**src/source/regs_pkg.sv**
```systemverilog
package regs_pkg;

    typedef logic [1:0] reg_addr_t;
    typedef logic [7:0] reg_data_t;

    localparam reg_addr_t REG_BG0_FINE = 2'd0;
    localparam reg_addr_t REG_BG1_FINE = 2'd1;
    localparam reg_addr_t REG_FG0_FINE = 2'd2;
    localparam reg_addr_t REG_LAYER_CTRL = 2'd3;

    // Bit positions in the layer control register
    localparam int CTRL_BG0_EN_BIT = 0;
    localparam int CTRL_BG1_EN_BIT = 1;
    localparam int CTRL_FG0_EN_BIT = 2;
    localparam int CTRL_BG0_PRIO_BIT = 3;

    typedef struct packed {
        reg_addr_t addr;
        reg_data_t data;
    } reg_write_t;

    // Dot offset within a tile column
    typedef logic [2:0] fine_scroll_t;

    typedef struct packed {
        fine_scroll_t bg0_fine;
        fine_scroll_t bg1_fine;
        fine_scroll_t fg0_fine;
        logic bg0_en;
        logic bg1_en;
        logic fg0_en;
        logic bg0_prio;
    } layer_ctrl_t;

endpackage

```
**src/source/video_pkg.sv**
```systemverilog
package video_pkg;

    // Default widths of the dot fields
    localparam int PALETTE_WIDTH = 8;
    localparam int PIXEL_WIDTH = 4;

    localparam int DOT_WIDTH = PALETTE_WIDTH + PIXEL_WIDTH;
    localparam int TILE_PIXELS = 8;

    // Pen 0 is transparent
    typedef logic [PIXEL_WIDTH-1:0] pixel_t;
    typedef logic [PALETTE_WIDTH-1:0] palette_t;

    // Palette bank above pen index
    typedef logic [DOT_WIDTH-1:0] dot_t;

    typedef logic [2:0] layer_code_t;

    // Layer tag above the dot
    typedef logic [$bits(layer_code_t)+DOT_WIDTH-1:0] color_t;

    localparam layer_code_t LAYER_BG0 = 3'd0;
    localparam layer_code_t LAYER_FG0 = 3'd2;
    localparam layer_code_t LAYER_BG1 = 3'd4;

    // One row of one tile column, pixel 0 in the low bits
    typedef struct packed {
        logic [TILE_PIXELS*PIXEL_WIDTH-1:0] gfx;
        palette_t palette;
        logic flip_x;
    } tile_fetch_t;

    typedef struct packed {
        tile_fetch_t bg0;
        tile_fetch_t bg1;
        tile_fetch_t fg0;
    } tile_group_t;

endpackage

```
**src/source/layer_ctrl_regs.sv**
```systemverilog
module layer_ctrl_regs (
    input  logic                clk,
    input  logic                reset,
    input  logic                reg_wr,
    input  regs_pkg::reg_write_t reg_wr_data,
    output regs_pkg::layer_ctrl_t ctrl
);

    localparam int NUM_REGS = 4;

    regs_pkg::reg_data_t regs [NUM_REGS];

    always_ff @(posedge clk) begin
        if (reset) begin
            for (int r = 0; r < NUM_REGS; r++) begin
                regs[r] <= '0;
            end
        end else if (reg_wr) begin
            regs[reg_wr_data.addr] <= reg_wr_data.data;
        end
    end

    // Only the low bits of the scroll registers matter here
    always_comb begin
        ctrl.bg0_fine = regs[regs_pkg::REG_BG0_FINE][2:0];
        ctrl.bg1_fine = regs[regs_pkg::REG_BG1_FINE][2:0];
        ctrl.fg0_fine = regs[regs_pkg::REG_FG0_FINE][2:0];
        ctrl.bg0_en = regs[regs_pkg::REG_LAYER_CTRL][regs_pkg::CTRL_BG0_EN_BIT];
        ctrl.bg1_en = regs[regs_pkg::REG_LAYER_CTRL][regs_pkg::CTRL_BG1_EN_BIT];
        ctrl.fg0_en = regs[regs_pkg::REG_LAYER_CTRL][regs_pkg::CTRL_FG0_EN_BIT];
        ctrl.bg0_prio = regs[regs_pkg::REG_LAYER_CTRL][regs_pkg::CTRL_BG0_PRIO_BIT];
    end

    // CPU side must drive clean data with every write
    a_wr_data_known: assert property (
        @(posedge clk) disable iff (reset)
        reg_wr |-> !$isunknown(reg_wr_data)
    ) else $error("layer_ctrl_regs: unknown bits in reg_wr_data");

endmodule

```
**src/source/layer_priority_mixer.sv**
```systemverilog
module layer_priority_mixer (
    input  logic                  clk,
    input  logic                  reset,
    input  logic                  ce_pixel,
    input  regs_pkg::layer_ctrl_t ctrl,
    input  video_pkg::dot_t       bg0_dot,
    input  video_pkg::dot_t       bg1_dot,
    input  video_pkg::dot_t       fg0_dot,
    output video_pkg::color_t     color,
    output logic                  color_valid
);

    logic bg0_opaque;
    logic bg1_opaque;
    logic fg0_opaque;
    video_pkg::color_t sel_color;

    // Pen 0 in the low bits is see-through
    assign bg0_opaque = ctrl.bg0_en && (|bg0_dot[video_pkg::PIXEL_WIDTH-1:0]);
    assign bg1_opaque = ctrl.bg1_en && (|bg1_dot[video_pkg::PIXEL_WIDTH-1:0]);
    assign fg0_opaque = ctrl.fg0_en && (|fg0_dot[video_pkg::PIXEL_WIDTH-1:0]);

    always_comb begin
        sel_color = '0;
        if (fg0_opaque) begin
            sel_color = {video_pkg::LAYER_FG0, fg0_dot};
        end else if (bg0_opaque && (ctrl.bg0_prio || !bg1_opaque)) begin
            sel_color = {video_pkg::LAYER_BG0, bg0_dot};
        end else if (bg1_opaque) begin
            sel_color = {video_pkg::LAYER_BG1, bg1_dot};
        end
    end

    always_ff @(posedge clk) begin
        if (reset) begin
            color <= '0;
            color_valid <= 1'b0;
        end else begin
            color_valid <= ce_pixel;
            if (ce_pixel) begin
                color <= sel_color;
            end
        end
    end

    // One output strobe per pixel enable, one clock later
    a_valid_follows_ce: assert property (
        @(posedge clk) disable iff (reset)
        ce_pixel |=> color_valid
    ) else $error("layer_priority_mixer: color_valid missing after ce_pixel");

    a_no_extra_valid: assert property (
        @(posedge clk) disable iff (reset)
        !ce_pixel |=> !color_valid
    ) else $error("layer_priority_mixer: color_valid without ce_pixel");

endmodule

```
**src/source/scroll_layers_top.sv**
```systemverilog
module scroll_layers_top #(
    parameter int PALETTE_WIDTH = video_pkg::PALETTE_WIDTH,
    parameter int PIXEL_WIDTH = video_pkg::PIXEL_WIDTH
) (
    input  logic                   clk,
    input  logic                   reset,
    input  logic                   ce_pixel,
    input  logic                   reg_wr,
    input  logic                   tile_load,
    input  regs_pkg::reg_write_t   reg_wr_data,
    input  video_pkg::tile_group_t tiles,
    output video_pkg::color_t      color,
    output logic                   color_valid
);

    regs_pkg::layer_ctrl_t ctrl;
    video_pkg::dot_t bg0_dot;
    video_pkg::dot_t bg1_dot;
    video_pkg::dot_t fg0_dot;

    layer_ctrl_regs ctrl_regs0 (
        .clk         (clk),
        .reset       (reset),
        .reg_wr      (reg_wr),
        .reg_wr_data (reg_wr_data),
        .ctrl        (ctrl)
    );

    // All three layers load on the same strobe
    tile_shifter #(
        .PALETTE_WIDTH (PALETTE_WIDTH),
        .PIXEL_WIDTH   (PIXEL_WIDTH)
    ) bg0_shift (
        .clk      (clk),
        .ce_pixel (ce_pixel),
        .load     (tile_load),
        .tile     (tiles.bg0),
        .fine     (ctrl.bg0_fine),
        .dot      (bg0_dot)
    );

    tile_shifter #(
        .PALETTE_WIDTH (PALETTE_WIDTH),
        .PIXEL_WIDTH   (PIXEL_WIDTH)
    ) bg1_shift (
        .clk      (clk),
        .ce_pixel (ce_pixel),
        .load     (tile_load),
        .tile     (tiles.bg1),
        .fine     (ctrl.bg1_fine),
        .dot      (bg1_dot)
    );

    tile_shifter #(
        .PALETTE_WIDTH (PALETTE_WIDTH),
        .PIXEL_WIDTH   (PIXEL_WIDTH)
    ) fg0_shift (
        .clk      (clk),
        .ce_pixel (ce_pixel),
        .load     (tile_load),
        .tile     (tiles.fg0),
        .fine     (ctrl.fg0_fine),
        .dot      (fg0_dot)
    );

    layer_priority_mixer mixer0 (
        .clk         (clk),
        .reset       (reset),
        .ce_pixel    (ce_pixel),
        .ctrl        (ctrl),
        .bg0_dot     (bg0_dot),
        .bg1_dot     (bg1_dot),
        .fg0_dot     (fg0_dot),
        .color       (color),
        .color_valid (color_valid)
    );

endmodule

```
**src/source/tile_shifter.sv**
```systemverilog
module tile_shifter #(
    parameter int PALETTE_WIDTH = 8,
    parameter int PIXEL_WIDTH = 4
) (
    input  logic                     clk,
    input  logic                     ce_pixel,
    input  logic                     load,
    input  video_pkg::tile_fetch_t   tile,
    input  regs_pkg::fine_scroll_t   fine,
    output video_pkg::dot_t          dot
);

    localparam int DOT_WIDTH = PALETTE_WIDTH + PIXEL_WIDTH;
    localparam int NUM_SLOTS = 16;
    localparam int TILE_PIXELS = 8;

    logic [NUM_SLOTS-1:0][DOT_WIDTH-1:0] slots;
    logic [3:0] tap;

    // Tap starts at slot 8, fine scroll moves it further up
    assign tap = 4'd8 + {1'b0, fine};
    assign dot = slots[tap];

    always_ff @(posedge clk) begin
        if (ce_pixel) begin
            for (int s = 1; s < NUM_SLOTS; s++) begin
                slots[s] <= slots[s-1];
            end
            if (load) begin
                // New row overrides the low half
                for (int i = 0; i < TILE_PIXELS; i++) begin
                    if (tile.flip_x) begin
                        slots[TILE_PIXELS-1-i] <=
                            {tile.palette, tile.gfx[PIXEL_WIDTH*i +: PIXEL_WIDTH]};
                    end else begin
                        slots[i] <= {tile.palette, tile.gfx[PIXEL_WIDTH*i +: PIXEL_WIDTH]};
                    end
                end
            end
        end
    end

    // Fetch side only loads on a pixel enable, else a row would be lost
    a_load_on_ce: assert property (
        @(posedge clk) load |-> ce_pixel
    ) else $error("tile_shifter: load without ce_pixel");

endmodule

```
**config.mk**
```make
export PLATFORM = sky130hd
export DESIGN_NAME = scroll_layers_top
export DESIGN_NICKNAME = d
export VERILOG_FILES = /design/src/source/regs_pkg.sv /design/src/source/video_pkg.sv /design/src/source/layer_ctrl_regs.sv /design/src/source/layer_priority_mixer.sv /design/src/source/scroll_layers_top.sv /design/src/source/tile_shifter.sv
export SDC_FILE = /design/constraint.sdc
export NUM_CORES = 1
export LEC_CHECK = 0
export ABC_AREA = 1
export BUFFER_PORTS_ARGS = -buffer_cell sky130_fd_sc_hd__buf_2
export CAP_MARGIN = 30
export CORE_MARGIN = 10
export CORE_UTILIZATION = 30
export DETAILED_ROUTE_END_ITERATION = 6
export PLACE_DENSITY = 0.42
export SETUP_SLACK_MARGIN = 0.15
export SYNTH_ARGS = -nofsm -noshare
export SYNTH_HDL_FRONTEND = slang
export SYNTH_SLANG_ARGS = --single-unit
export TNS_END_PERCENT = 1
```
**constraint.sdc**
```tcl
create_clock -name clk -period 3.25 [get_ports clk]
set_input_delay 0 -clock clk [delete_from_list [all_inputs] [get_ports clk]]
set_output_delay 0 -clock clk [all_outputs]
set_load 0.05 [all_outputs]
```
-- Word-level counts from Yosys, hierarchy flattened
Memory sizes are Yosys's and may differ from the RTL's.
Index checks and enable logic that the tools add are counted.
- register bits after elaboration: 592
- memory bits (writable): 32
- input bits: 138
- output and inout bits: 16
- word-level logic and storage cells: 112
- memories: 1
- add/sub/neg operators: 3
- magnitude comparators: 3
- muxes and demuxes: 44
- reduce and logical (&&, ||, !) cells: 11
- memories (memory ; depth ; width ; read ports ; clocked after Yosys merged registers in ; wr ports ; line ; text):
    ctrl_regs0.regs ; 4 ; 8 ; 4 ; 0 ; 4 ; layer_ctrl_regs.sv:11 ; regs_pkg::reg_data_t regs [NUM_REGS];
- operator list (operator ; count):
    $mux W96 ; 3
    $bmux W12 S4 ; 3
    $mux W4 ; 24
    $mux W15 ; 3
    $mux W12 ; 3
    $lt A4 B5 Y1 const B ; 3
    $add A4 B3 Y4 const A ; 3
    $reduce_or A4 Y1 ; 3
    $mux W8 ; 1
    $reduce_or A8 Y1 ; 1
    $mux W1 ; 6
    $logic_and A1 B1 Y1 ; 4
    $mux W2 ; 1
    $reduce_and A2 Y1 ; 1
    $logic_not A1 Y1 ; 1
    $logic_or A1 B1 Y1 ; 1

-- Depth between registers and ports, before layout
- depth in word-level cells: 10
- depth in mapped cells: 16
- gate-level depth less buffers: 15

-- Cells and area by module
From an unflattened synthesis, not the netlist that was laid out.
- cell total of the unflattened synthesis: 2577
- area, all modules: 26543.0 um2
- by module, submodules not included (module ; instances ; cells each ; area an instance (um2) ; seq. area each (um2)):
    tile_shifter ; 3 ; 790 ; 8331.7 ; 5765.5
    layer_priority_mixer ; 1 ; 163 ; 1032.2 ; 300.3
    layer_ctrl_regs ; 1 ; 44 ; 515.5 ; 390.4

-- Worst setup path after synthesis
OpenSTA, ideal clock, no wires.
- path type: input -> register
- start point: input tile_load
- end point: register bg0_shift.slots[0] (netlist bit), enable pin
- library setup time: 0.391 ns
- data arrival time: 1.454 ns
- data required time: 2.859 ns
- setup slack: 1.406 ns
- stages: 5
- path buffers: 3
- cell sequence: buf_2 clkbuf_1 clkbuf_1 nand2_1 inv_1
- cells in the longest elaborated chain, start to end: 1
- ends and longest elaborated chain (item ; line ; text):
    start: declaration ; scroll_layers_top.sv:9 ; input logic tile_load,
    $reduce_and A2 Y1 (no line) ; n/a ;
    end signal: indexed assignment ; tile_shifter.sv:27 ; slots[s] <= slots[s-1];
    end signal: indexed assignment ; tile_shifter.sv:33 ; slots[TILE_PIXELS-1-i] <=
    end signal: indexed assignment ; tile_shifter.sv:36 ; slots[i] <= {tile.palette, tile.gfx[PIXEL_WIDTH*i +: PIXEL_WIDTH]};
    end: declaration ; tile_shifter.sv:17 ; logic [NUM_SLOTS-1:0][DOT_WIDTH-1:0] slots;
No other way between the ends.
A chain may end at the register's enable or synchronous reset.

-- Worst setup path in the final report
- start point: input tile_load
- end point: register bg1_shift.slots[75] (netlist bit) (data pin)
- cells in the longest elaborated chain, start to end: 1
- ends and longest elaborated chain (item ; line ; text):
    $mux W96 ; tile_shifter.sv:29 ; if (load) begin
    end signal: indexed assignment ; tile_shifter.sv:27 ;
    end signal: indexed assignment ; tile_shifter.sv:33 ;
    end signal: indexed assignment ; tile_shifter.sv:36 ;
    end: declaration ; tile_shifter.sv:17 ;
No other way between the ends.

==> impl_metrics.py <==
metrics = {
    "cells_and_area": {
        "final_area_um2": 31200,
        "nFillCells": 8147,
        "finalNonFillerCells": 3686,
        "regArea_um2": 18000,
        "multiInputGateArea_um2": 5450,
        "drive_gt1_share_pct": 10.8,
        "final_nets": 2692,
        "syn2layout_area_growth_pct": 23.6,
    },
    "global_route": {
        "grtUsageTotal_pct": 11.3,
        "grt_pass1_vias": 16000,
        "antenna_found_initial": 1,
        "grt_first_pass_wirelength_mm": 88.3,
        "gr-total-overflow": 0,
        "grt_start_max_net_pins": 201,
    },
    "cts": {
        "hold_buffers": 185,
        "ctsResizeCount": 0,
        "cts_setup_buffers": 0,
        "cts_buffer_depth": 3,
        "h-tree-depth": 3,
        "clk-insertion-delay-late_ns": 0.59,
        "cts_tree": "done",
        "numCtsBuffers": 71,
        "cts_sinks": 604,
        "cts_root_buf": "clkbuf_16",
        "clkSlewWorstSetupHoldPaths_ns": 0.06,
    },
    "floorplan": {
        "core_area_um2": 83600,
        "start_util_pct": 30.3,
        "boundaryPins": 154,
        "die_area_um2": 96300,
        "die_w_um": 310,
        "num_rows": 106,
        "die_height_um": 310,
    },
    "setup_path": {
        "critPathKind": "in2reg",
        "cp-end-kind": "register",
        "crit_path_start_kind": "primary input",
        "cp.arrival_ns": 3.08,
        "r2r-start": "ctrl_regs0.regs[0][0]",
        "reg2reg_slack_ns": 0.75,
        "cp.required_ns": 3.71,
        "critPathMaxFanout": 92,
        "rr_worst_depth": 14,
        "r2r_end": "mixer0.color[3]",
    },
    "logic_synthesis": {
        "syn_area_um2": 25300,
        "seq_area_frac_synth_pct": 71.2,
        "synth_top_area_share_pct": 70.0,
        "syn_avg_cell_area_um2": 11.3,
        "async_flop_share_pct": 0,
        "synth_cells": 2237,
        "synth_common_cells": "589 x edfxtp_1, 413 x nand2_1, 342 x inv_1, 275 x o21ai_0, 140 x nor2_1",
        "yosys.area.top_type": "edfxtp_1",
        "synthTopCellsByArea": "edfxtp_1 70%, nand2_1 6.1%, o21ai_0 5.4%",
        "synth.distinct_cells": 32,
        "yosysWarningCount": 0,
        "synth_edf_count": 589,
        "synthFlopType": "edfxtp_1",
        "synthMostInstantiatedCell": "edfxtp_1",
        "synth_fp_nets": 2375,
        "ys_seq_elements": 604,
    },
    "sta": {
        "slew_headroom_pct": 22.6,
        "finClkSkew_ns": 0.0183,
        "slew_violations": 0,
        "fmax_mhz": 381,
        "final_hold_viol_count": 0,
        "finalSetupTns_ns": 0,
        "period_share_pct": 80.8,
        "worst_pin_slew_ns": 1.16,
        "finalCriticalPeriod_ns": 2.63,
        "setup_viol": 0,
        "rsz0062_at_grt": "false",
    },
    "min_path": {
        "holdPathEnd": "fg0_shift.slots[14]",
        "hold_start": "tiles[0]",
        "hold_class": "in2reg",
        "whs_path_depth": 4,
    },
    "placed_design": {
        "place_area_um2": 27100,
        "dp_cells": 3373,
        "dp_hpwl_mm": 32.6,
        "portBuffers": 148,
        "gp_congestion": 0.756,
    },
    "drt": {
        "drc": 0,
        "wirelength_mm": 55.6,
        "drt-wirelength-per-cell_um": 15.1,
        "final_antenna_net_count": 0,
        "dr_total_vias": 16300,
        "dr.pass1.iters": 5,
        "drtIter0Drc": 1252,
        "via_per_inst": 4.43,
    },
    "run": {
        "drv_cap": 0,
    },
    "power_and_ir_drop": {
        "power.internal_mw": 14.4,
        "p_total_mw": 18.8,
        "clkPwrFrac_pct": 41.4,
        "swShare_pct": 23.1,
        "irDropWorstVdd_mv": 0.298,
        "sequentialPowerShare_pct": 49.9,
        "power_density_nw_per_um2": 601,
        "p_leak_nw": 12.5,
        "combPwrFrac_pct": 8.7,
        "switching_power_mw": 4.34,
    },
    "outcome": {
        "outcome": "complete, no violations",
    },
}
## cells in the final DEF, fill, tap and decap left out, types with 11 or more instances in the layout
master / n
buf_2: 146
clkinv_2: 11
o22ai_1: 17
dlygate4sd3_1: 186
o21a_1: 45
edfxtp_1: 589
buf_4: 23
o211ai_1: 39
nand2_1: 413
nand3_1: 128
nor2_1: 140
dfxtp_1: 15
nand4_1: 12
clkinv_1: 15
clkbuf_16: 73
o21ai_0: 275
clkbuf_1: 15
a21oi_1: 76
inv_1: 341
## metrics by stage
step / util, % / hold WS, ns / worst slack, ns
finish: 37.4 / 0.0172 / 0.623
detailed placement: 32.4 / 0.195 / 0.764
global placement: 32.4 / 0.196 / 0.761
global route: 37.4 / 0.0331 / 0.424
CTS: 37.3 / 0.106 / 0.641
floorplan: - / 0.0691 / 1.41
## state kept, by name, indices dropped and copies added, names as in the netlist
register            cells
bg0_shift.slots       192
mixer0.color_valid      1
fg0_shift.slots       192
ctrl_regs0.regs        13
bg1_shift.slots       192
mixer0.color           14
## layout make-up
cell class / count / area share [%]
Inverter: 347 / 4.19
Clock inverter: 35 / 1.11
Timing Repair Buffer: 363 / 9.33
Antenna cell: 2 / 0.0160
Multi-Input combinational cell: 1167 / 17.4
Sequential cell: 604 / 57.6
Clock buffer: 88 / 6.03
Tap cell: 1080 / 4.32
## routing by layer
layer / track usage (%) / share of wire [%] / vias up
met4: 4.34 / 2.6 / 0
li1: - / - / 8259
met5: 0 / 0 / -
met2: 17.2 / 45 / 303
met1: 15.9 / 48 / 7675
met3: 2.21 / 4.4 / 90
## cell families after synthesis
group / Yosys count / share of synthesized area, %
AND/OR/NAND/NOR: 704 / 11.4
flip-flops: 604 / 71.2
buffers and inverters: 466 / 7.29
AO/OA/AOI/OAI: 462 / 10.2
other: 1 / 0.0148
## power by group through the flow
stage | Clock (mW) | Sequential [mW] | Combinational, mW
floorplan | 0 | 9.51 | 0.851
global placement | 0 | 9.52 | 1.43
detailed placement | 0 | 9.54 | 1.45
CTS | 8.06 | 9.38 | 1.65
global route | 8.36 | 9.42 | 1.85
finish | 7.77 | 9.37 | 1.63
## critical path, stage by stage
cell and delay, ns:
dlygate4sd3_1 0.57, buf_8 0.34, buf_4 0.72, o211ai_1 0.18, dlygate4sd3_1 0.59, o21ai_0 0.06, dlygate4sd3_1 0.56
## worst max-delay path by stage
stage                                startpoint                  end  slack (ns)  depth (start not counted)
final                                 tile_load  bg1_shift.slots[75]        0.62                          7
after global routing                  tile_load  bg1_shift.slots[75]        0.42                          7
after CTS                             tile_load  bg1_shift.slots[75]        0.64                          7
after detailed placement  ctrl_regs0.regs[1][1]      mixer0.color[1]        0.76                         13
after global placement    ctrl_regs0.regs[0][0]      mixer0.color[3]        0.76                         14
after floorplan                       tile_load   bg0_shift.slots[0]        1.41                          5
(Power assumes the default switching activity.)
